**src/hw/muldiv_pkg.sv**
```systemverilog
package muldiv_pkg;

    // width of a destination register index
    localparam int REG_ADDR_W = 5;

    // M-extension operations
    // bit 3 set means the op belongs to the divider, clear means the multiplier
    typedef enum logic [3:0] {
        OP_MUL    = 4'b0000,  // low half of product
        OP_MULH   = 4'b0001,  // high half, signed x signed
        OP_MULHSU = 4'b0010,  // high half, signed x unsigned
        OP_MULHU  = 4'b0011,  // high half, unsigned x unsigned
        OP_DIV    = 4'b1000,
        OP_DIVU   = 4'b1001,
        OP_REM    = 4'b1010,
        OP_REMU   = 4'b1011
    } muldiv_op_e;

    // divider state, one-hot
    typedef enum logic [3:0] {
        DIV_IDLE  = 4'b0001,  // waiting for a divide request
        DIV_START = 4'b0010,  // zero divisor check and sign fixup
        DIV_CALC  = 4'b0100,  // one quotient bit per cycle
        DIV_END   = 4'b1000   // last bit, select and negate
    } div_state_e;

endpackage

```
**src/hw/exu_div.sv**
```systemverilog
`timescale 1ns/10ps

module exu_div #(
    parameter int XLEN = 32
) (
    input  logic                              clk,
    input  logic                              rst_i,
    input  logic                              start_i,     // held high for the whole divide
    input  muldiv_pkg::muldiv_op_e            op_i,
    input  logic [XLEN-1:0]                   dividend_i,
    input  logic [XLEN-1:0]                   divisor_i,
    input  logic [muldiv_pkg::REG_ADDR_W-1:0] rd_i,
    output logic [XLEN-1:0]                   result_o,
    output logic                              ready_o,     // one-cycle result strobe
    output logic                              busy_o,
    output logic [muldiv_pkg::REG_ADDR_W-1:0] rd_o
);
    import muldiv_pkg::*;

    localparam int CNT_W = $clog2(XLEN);

    div_state_e       state_q;
    muldiv_op_e       op_q;
    logic [XLEN-1:0]  dividend_q;  // shifted left, msb feeds the trial
    logic [XLEN-1:0]  divisor_q;
    logic [XLEN-1:0]  quot_q;
    logic [XLEN-1:0]  rem_q;       // partial remainder
    logic [CNT_W-1:0] cnt_q;
    logic             neg_q;       // negate the final value
    logic             done_q;      // result given, request still held

    logic            div_req;
    logic            accept;
    logic            is_signed;
    logic            want_quot;
    logic            dividend_neg;
    logic            divisor_neg;
    logic [XLEN:0]   trial;
    logic            trial_ge;
    logic [XLEN-1:0] trial_sub;
    logic [XLEN-1:0] rem_nxt;
    logic [XLEN-1:0] quot_nxt;
    logic [XLEN-1:0] final_val;

    // only divide-class ops start this unit
    assign div_req = start_i && op_i[3];
    // a held request is not taken twice, it must drop first
    assign accept  = (state_q == DIV_IDLE) && div_req && !done_q;

    assign is_signed    = (op_q == OP_DIV) || (op_q == OP_REM);
    assign want_quot    = (op_q == OP_DIV) || (op_q == OP_DIVU);
    assign dividend_neg = is_signed && dividend_q[XLEN-1];
    assign divisor_neg  = is_signed && divisor_q[XLEN-1];

    // restoring trial subtraction, one bit
    assign trial     = {rem_q, dividend_q[XLEN-1]};
    assign trial_ge  = trial >= {1'b0, divisor_q};
    assign trial_sub = trial[XLEN-1:0] - divisor_q;  // fits when trial_ge
    assign rem_nxt   = trial_ge ? trial_sub : trial[XLEN-1:0];
    assign quot_nxt  = {quot_q[XLEN-2:0], trial_ge};

    // the last bit is resolved in DIV_END together with the selection
    assign final_val = want_quot ? quot_nxt : rem_nxt;

    always_ff @(posedge clk) begin
        if (rst_i) begin
            state_q <= DIV_IDLE;
            ready_o <= 1'b0;
            busy_o  <= 1'b0;
            done_q  <= 1'b0;
        end else begin
            ready_o <= 1'b0;
            case (state_q)
                DIV_IDLE: begin
                    if (accept) begin
                        state_q <= DIV_START;
                        busy_o  <= 1'b1;
                    end else if (!div_req) begin
                        done_q <= 1'b0;
                    end
                end
                DIV_START: begin
                    if (!start_i) begin
                        state_q <= DIV_IDLE;  // abort
                        busy_o  <= 1'b0;
                    end else if (divisor_q == '0) begin
                        state_q <= DIV_IDLE;
                        ready_o <= 1'b1;
                        busy_o  <= 1'b0;
                        done_q  <= 1'b1;
                    end else begin
                        state_q <= DIV_CALC;
                    end
                end
                DIV_CALC: begin
                    if (!start_i) begin
                        state_q <= DIV_IDLE;
                        busy_o  <= 1'b0;
                    end else if (cnt_q == '0) begin
                        state_q <= DIV_END;
                    end
                end
                DIV_END: begin
                    state_q <= DIV_IDLE;
                    busy_o  <= 1'b0;
                    if (start_i) begin
                        ready_o <= 1'b1;
                        done_q  <= 1'b1;
                    end
                end
                default: begin
                    state_q <= DIV_IDLE;
                    busy_o  <= 1'b0;
                end
            endcase
        end
    end

    // datapath, follows the state register
    always_ff @(posedge clk) begin
        case (state_q)
            DIV_IDLE: begin
                if (accept) begin
                    op_q       <= op_i;
                    dividend_q <= dividend_i;
                    divisor_q  <= divisor_i;
                    rd_o       <= rd_i;
                end
            end
            DIV_START: begin
                if (divisor_q == '0) begin
                    result_o <= want_quot ? '1 : dividend_q;
                end else begin
                    // work on magnitudes, sign restored at the end
                    dividend_q <= dividend_neg ? -dividend_q : dividend_q;
                    divisor_q  <= divisor_neg ? -divisor_q : divisor_q;
                    rem_q      <= '0;
                    quot_q     <= '0;
                    cnt_q      <= CNT_W'(XLEN - 2);  // XLEN-1 calc cycles
                    neg_q      <= want_quot ? (dividend_neg ^ divisor_neg) : dividend_neg;
                end
            end
            DIV_CALC: begin
                dividend_q <= {dividend_q[XLEN-2:0], 1'b0};
                rem_q      <= rem_nxt;
                quot_q     <= quot_nxt;
                cnt_q      <= cnt_q - 1'b1;
            end
            DIV_END: begin
                result_o <= neg_q ? -final_val : final_val;
            end
            default: begin
                cnt_q <= '0;
            end
        endcase
    end

endmodule

```
**src/hw/exu_mul.sv**
```systemverilog
`timescale 1ns/10ps

module exu_mul #(
    parameter int XLEN = 32
) (
    input  logic                              clk,
    input  logic                              rst_i,
    input  logic                              valid_i,
    input  muldiv_pkg::muldiv_op_e            op_i,
    input  logic [XLEN-1:0]                   rs1_i,
    input  logic [XLEN-1:0]                   rs2_i,
    input  logic [muldiv_pkg::REG_ADDR_W-1:0] rd_i,
    output logic                              valid_o,
    output logic [XLEN-1:0]                   result_o,
    output logic [muldiv_pkg::REG_ADDR_W-1:0] rd_o
);
    import muldiv_pkg::*;

    // stage 1 registers
    logic signed [XLEN:0]  a_q;
    logic signed [XLEN:0]  b_q;
    muldiv_op_e            op_q;
    logic [REG_ADDR_W-1:0] rd_q;
    logic                  v1_q;

    logic            a_signed;
    logic            b_signed;
    logic [2*XLEN-1:0] prod;

    // MUL takes the low half, so its extension does not matter
    assign a_signed = (op_i == OP_MULH) || (op_i == OP_MULHSU);
    assign b_signed = (op_i == OP_MULH);

    always_ff @(posedge clk) begin
        if (rst_i) begin
            v1_q <= 1'b0;
        end else begin
            v1_q <= valid_i && !op_i[3];  // multiply class only
        end
    end

    always_ff @(posedge clk) begin
        a_q  <= {a_signed && rs1_i[XLEN-1], rs1_i};
        b_q  <= {b_signed && rs2_i[XLEN-1], rs2_i};
        op_q <= op_i;
        rd_q <= rd_i;
    end

    // signed XLEN+1 operands cover all four signedness cases
    assign prod = {{(XLEN-1){a_q[XLEN]}}, a_q} * {{(XLEN-1){b_q[XLEN]}}, b_q};

    // stage 2
    always_ff @(posedge clk) begin
        if (rst_i) begin
            valid_o <= 1'b0;
        end else begin
            valid_o <= v1_q;
        end
    end

    always_ff @(posedge clk) begin
        if (op_q == OP_MUL) begin
            result_o <= prod[XLEN-1:0];
        end else begin
            result_o <= prod[2*XLEN-1:XLEN];
        end
        rd_o <= rd_q;
    end

endmodule

```
**src/hw/exu_muldiv.sv**
```systemverilog
`timescale 1ns/10ps

module exu_muldiv #(
    parameter int XLEN = 32
) (
    input  logic                              clk,
    input  logic                              rst_i,
    input  logic                              req_valid_i,
    input  muldiv_pkg::muldiv_op_e            op_i,
    input  logic [XLEN-1:0]                   rs1_i,
    input  logic [XLEN-1:0]                   rs2_i,
    input  logic [muldiv_pkg::REG_ADDR_W-1:0] rd_i,
    output logic                              wb_valid_o,
    output logic [XLEN-1:0]                   wb_data_o,
    output logic [muldiv_pkg::REG_ADDR_W-1:0] wb_rd_o,
    output logic                              busy_o
);
    import muldiv_pkg::*;

    logic                  mul_valid;
    logic [XLEN-1:0]       mul_data;
    logic [REG_ADDR_W-1:0] mul_rd;
    logic                  div_ready;
    logic [XLEN-1:0]       div_result;
    logic [REG_ADDR_W-1:0] div_rd;
    logic                  div_busy;

    // both units see every request and pick their own class
    exu_mul #(
        .XLEN(XLEN)
    ) i_mul (
        .clk      (clk),
        .rst_i    (rst_i),
        .valid_i  (req_valid_i),
        .op_i     (op_i),
        .rs1_i    (rs1_i),
        .rs2_i    (rs2_i),
        .rd_i     (rd_i),
        .valid_o  (mul_valid),
        .result_o (mul_data),
        .rd_o     (mul_rd)
    );

    exu_div #(
        .XLEN(XLEN)
    ) i_div (
        .clk        (clk),
        .rst_i      (rst_i),
        .start_i    (req_valid_i),
        .op_i       (op_i),
        .dividend_i (rs1_i),
        .divisor_i  (rs2_i),
        .rd_i       (rd_i),
        .result_o   (div_result),
        .ready_o    (div_ready),
        .busy_o     (div_busy),
        .rd_o       (div_rd)
    );

    muldiv_wb #(
        .XLEN(XLEN)
    ) i_wb (
        .clk         (clk),
        .rst_i       (rst_i),
        .mul_valid_i (mul_valid),
        .mul_data_i  (mul_data),
        .mul_rd_i    (mul_rd),
        .div_ready_i (div_ready),
        .div_data_i  (div_result),
        .div_rd_i    (div_rd),
        .div_busy_i  (div_busy),
        .wb_valid_o  (wb_valid_o),
        .wb_data_o   (wb_data_o),
        .wb_rd_o     (wb_rd_o),
        .busy_o      (busy_o)
    );

endmodule

```
**src/hw/muldiv_wb.sv**
```systemverilog
`timescale 1ns/10ps

module muldiv_wb #(
    parameter int XLEN = 32
) (
    input  logic                              clk,
    input  logic                              rst_i,
    input  logic                              mul_valid_i,
    input  logic [XLEN-1:0]                   mul_data_i,
    input  logic [muldiv_pkg::REG_ADDR_W-1:0] mul_rd_i,
    input  logic                              div_ready_i,
    input  logic [XLEN-1:0]                   div_data_i,
    input  logic [muldiv_pkg::REG_ADDR_W-1:0] div_rd_i,
    input  logic                              div_busy_i,
    output logic                              wb_valid_o,
    output logic [XLEN-1:0]                   wb_data_o,
    output logic [muldiv_pkg::REG_ADDR_W-1:0] wb_rd_o,
    output logic                              busy_o
);

    // one write port, valid for a single cycle per result
    always_ff @(posedge clk) begin
        if (rst_i) begin
            wb_valid_o <= 1'b0;
        end else begin
            wb_valid_o <= div_ready_i || mul_valid_i;
        end
    end

    // divider first, the two never land on the same cycle anyway
    always_ff @(posedge clk) begin
        if (div_ready_i) begin
            wb_data_o <= div_data_i;
            wb_rd_o   <= div_rd_i;
        end else if (mul_valid_i) begin
            wb_data_o <= mul_data_i;
            wb_rd_o   <= mul_rd_i;
        end
    end

    // single stall toward the requester
    // multiplies never stall, only a divide in flight does
    assign busy_o = div_busy_i;

endmodule

```
**config.mk**
```make
export PLATFORM = sky130hd
export DESIGN_NAME = exu_muldiv
export DESIGN_NICKNAME = d
export VERILOG_FILES = /design/src/hw/muldiv_pkg.sv /design/src/hw/exu_div.sv /design/src/hw/exu_mul.sv /design/src/hw/exu_muldiv.sv /design/src/hw/muldiv_wb.sv
export SDC_FILE = /design/constraint.sdc
export NUM_CORES = 2
export LEC_CHECK = 0
export BUFFER_PORTS_ARGS = -buffer_cell sky130_fd_sc_hd__buf_2
export CORE_MARGIN = 2
export CORE_UTILIZATION = 42
export DETAILED_ROUTE_END_ITERATION = 8
export HOLD_SLACK_MARGIN = 0.02
export PLACE_DENSITY_LB_ADDON = 0.2
export SLEW_MARGIN = 20
export SYNTH_ARGS = -nofsm -noshare
export SYNTH_HDL_FRONTEND = slang
export SYNTH_HIERARCHICAL = 1
export SYNTH_SLANG_ARGS = --single-unit
```
**constraint.sdc**
```tcl
create_clock -name clk -period 8.8 [get_ports clk]
set_clock_uncertainty 0.1 [all_clocks]
set_input_delay 0.88 -clock clk [delete_from_list [all_inputs] [get_ports clk]]
set_output_delay 0.88 -clock clk [all_outputs]
set_load 0.01 [all_outputs]
```
==> qor.yml <==
global_route:
  grt_pass1_vias: 43009
  track_usage: 0.253
  grt_pass1_wl_um: 261000
  grt-ovfl-total: 0
  grt_max_degree: 96
  antenna_found_initial: 18
timing:
  tightest_slew_ns: 1.12
  tns_ns: 0
  setup_viol: 0
  timing.final.max_slew_violations: 0
  post-route-period-util: 0.959
  period_needed_ns: 8.44
  hold_viol_final: 0
  fmax_mhz: 118
  slew_headroom: 0.254
  rsz0062_at_grt: "false"
routing:
  drt_iter0_drc: 2692
  avgRoutedWirePerCell_um: 21.9
  first_pass_iters: 6
  drc: 0
  drt_wl_total_um: 166000
  vias: 39993
  antenna_left: 0
  vias_per_cell: 5.29
synthesis:
  synthDistinctLibCells: 102
  synth_area_um2: 55100
  ys_seq_area_frac: 0.159
  yosysWarnings: 6
  synthCells: 5792
  syn-mean-instance-area_um2: 9.52
  syn-num-nets: 7243
  async_flop_share: 0
  synthFlopType: "edfxtp_1"
  synth_edf_count: 211
  ys_ff_latch: 333
layout:
  layout_commonest_cell: "inv_1"
  area_growth_syn_to_layout_pct: 7.40
  final_util: 0.456
  fillers: 12664
  drive_above_1_share: 0.0721
  fin_nets: 7236
  final_cell_mix: "inv_1, fa_1, nand2_1"
  stdcell_count: 7561
placement:
  port_buffers: 114
  gp_congestion: 0.956
  dpl.hpwl_um: 134000
  place_inst: 7487
clock_network:
  post_cts.repair.setup_buffers: 0
  cts_buffers: 38
  cts_buffer_depth: 3
  htree_levels: 2
  postCtsHoldBufs: 0
  clk_latency_ns: 0.57
  path_clk_slew_ns: 0.06
  cts-root-buf: "clkbuf_16"
  cts_sinks: 333
  post_cts_resized: 0
  cts_tree: "done"
floorplan:
  die_h_um: 366
  start_util: 0.425
  core_area_um2: 130000
  die-area_um2: 134000
  row_count: 132
  pin_count: 115
  die_w_um: 366
worst_setup_path:
  cp-end-kind: "flip-flop"
  critPathLaunchType: "flip-flop"
  path_class: "flip-flop to flip-flop"
  worstPathRequired_ns: 9.15
  arrival_ns: 8.79
  cp_max_fo: 14
min_path:
  hold_path.class: "flip-flop to flip-flop"
job:
  maxCapViolations: 0
run_status:
  status: "finished, final reports clean"
## state kept, by name, indices dropped and copies added, names as in the netlist, 31 cells and up
register          flops
i_div/dividend_q     32
i_div/divisor_q      32
i_div/quot_q         31
i_div/rem_q          32
i_div/result_o       32
i_mul/a_q            33
i_mul/b_q            33
i_mul/result_o       32
i_wb/wb_data_o       32
## synth_stat cells, types with 28 or more instances
library cell  instances  share of area
nor2_1              195          0.013
xor2_1               83          0.013
nand2_1             723          0.049
a21o_1               43         0.0059
nor3_1               53         0.0048
mux2_2               35         0.0072
clkbuf_1            278          0.019
nand3_1              43         0.0039
ha_1                249          0.057
a21oi_1             175          0.016
dfxtp_1             122          0.044
fa_1               1126           0.41
nor2b_1              34         0.0039
and2_1              569          0.065
a22oi_1              28         0.0038
xnor2_1             102          0.016
o21ai_0             135          0.012
inv_1              1147          0.078
edfxtp_1            211           0.11
## stage by stage
| stage | cell area (um^2) | setup slack (ns) | hold WS, ns |
|---|---|---|---|
| 3_3_place_gp | 58000 | 0.466 | 0.210 |
| 2_1_floorplan | 55100 | 1.25 | 0.210 |
| 4_1_cts | 59200 | 0.446 | 0.225 |
| 6_report | 59200 | 0.361 | 0.226 |
| 5_1_grt | 59200 | 0.0977 | 0.229 |
| 3_5_place_dp | 58000 | 0.486 | 0.212 |
## path summary, 6_finish.rpt
| path | to | startpoint | depth (start not counted) | slack [ns] |
|---|---|---|---|---|
| worst min register to register | i_mul/rd_o[0] | i_mul/rd_q[0] | 0 | 0.23 |
| worst min-delay path | i_mul/rd_o[0] | i_mul/rd_q[0] | 0 | 0.23 |
| worst max register to register | i_mul/result_o[29] | i_mul/b_q[0] | 24 | 0.36 |
| worst max-delay path | i_mul/result_o[29] | i_mul/b_q[0] | 24 | 0.36 |
## layer usage
metal | global-route usage | up-vias | wire length (um)
li1 | - | 17697 | -
met1 | 0.340 | 20818 | 69800
met2 | 0.427 | 1221 | 80000
met3 | 0.0348 | 241 | 10400
met4 | 0.0708 | 16 | 5250
met5 | 0 | - | 97
## worst max-delay path: stages (launching register included)
cell       delay (ns)
dfxtp_1          0.73
nand2_1          0.28
inv_1            0.19
fa_1             0.49
fa_1             0.63
fa_1             0.46
buf_4            0.22
fa_1             0.63
inv_1            0.15
buf_4            0.24
fa_1             0.49
inv_1            0.05
fa_1             0.50
fa_1             0.49
inv_1            0.05
fa_1             0.54
inv_1            0.07
ha_1             0.40
a21oi_1          0.29
o21ai_1          0.17
a2bb2oi_1        0.34
nand4b_1         0.20
a41oi_1          0.29
xor2_1           0.21
o21ai_1          0.08
## final cells by class
cell class                      count  area, um^2  share of cell area
Tap cell                         1742        2180              0.0368
Clock inverter                     16         148             0.00249
Clock buffer                       54        1060              0.0179
Antenna cell                        4        10.0            0.000169
Timing Repair Buffer              257        1840              0.0312
Multi-Input combinational cell   4008       40900               0.690
Sequential cell                   333        8780               0.148
Inverter                         1147        4310              0.0727
## cells by family (layout without fill, tap and decap cells)
logic type,after synthesis,in the layout,share of synthesized area
multiplexers,59,59,0.0123
adder cells (fa/ha/maj),1375,1375,0.466
buffers and inverters,1451,1474,0.100
AO/OA/AOI/OAI,604,604,0.0719
other,0,4,0
AND/OR/NAND/NOR,1785,1785,0.161
flip-flops,333,333,0.159
XOR/XNOR,185,185,0.0294
Power is left out: the tool's default activity adds up to more than one toggle a clock period on the data nets, which glitch-free logic cannot reach.
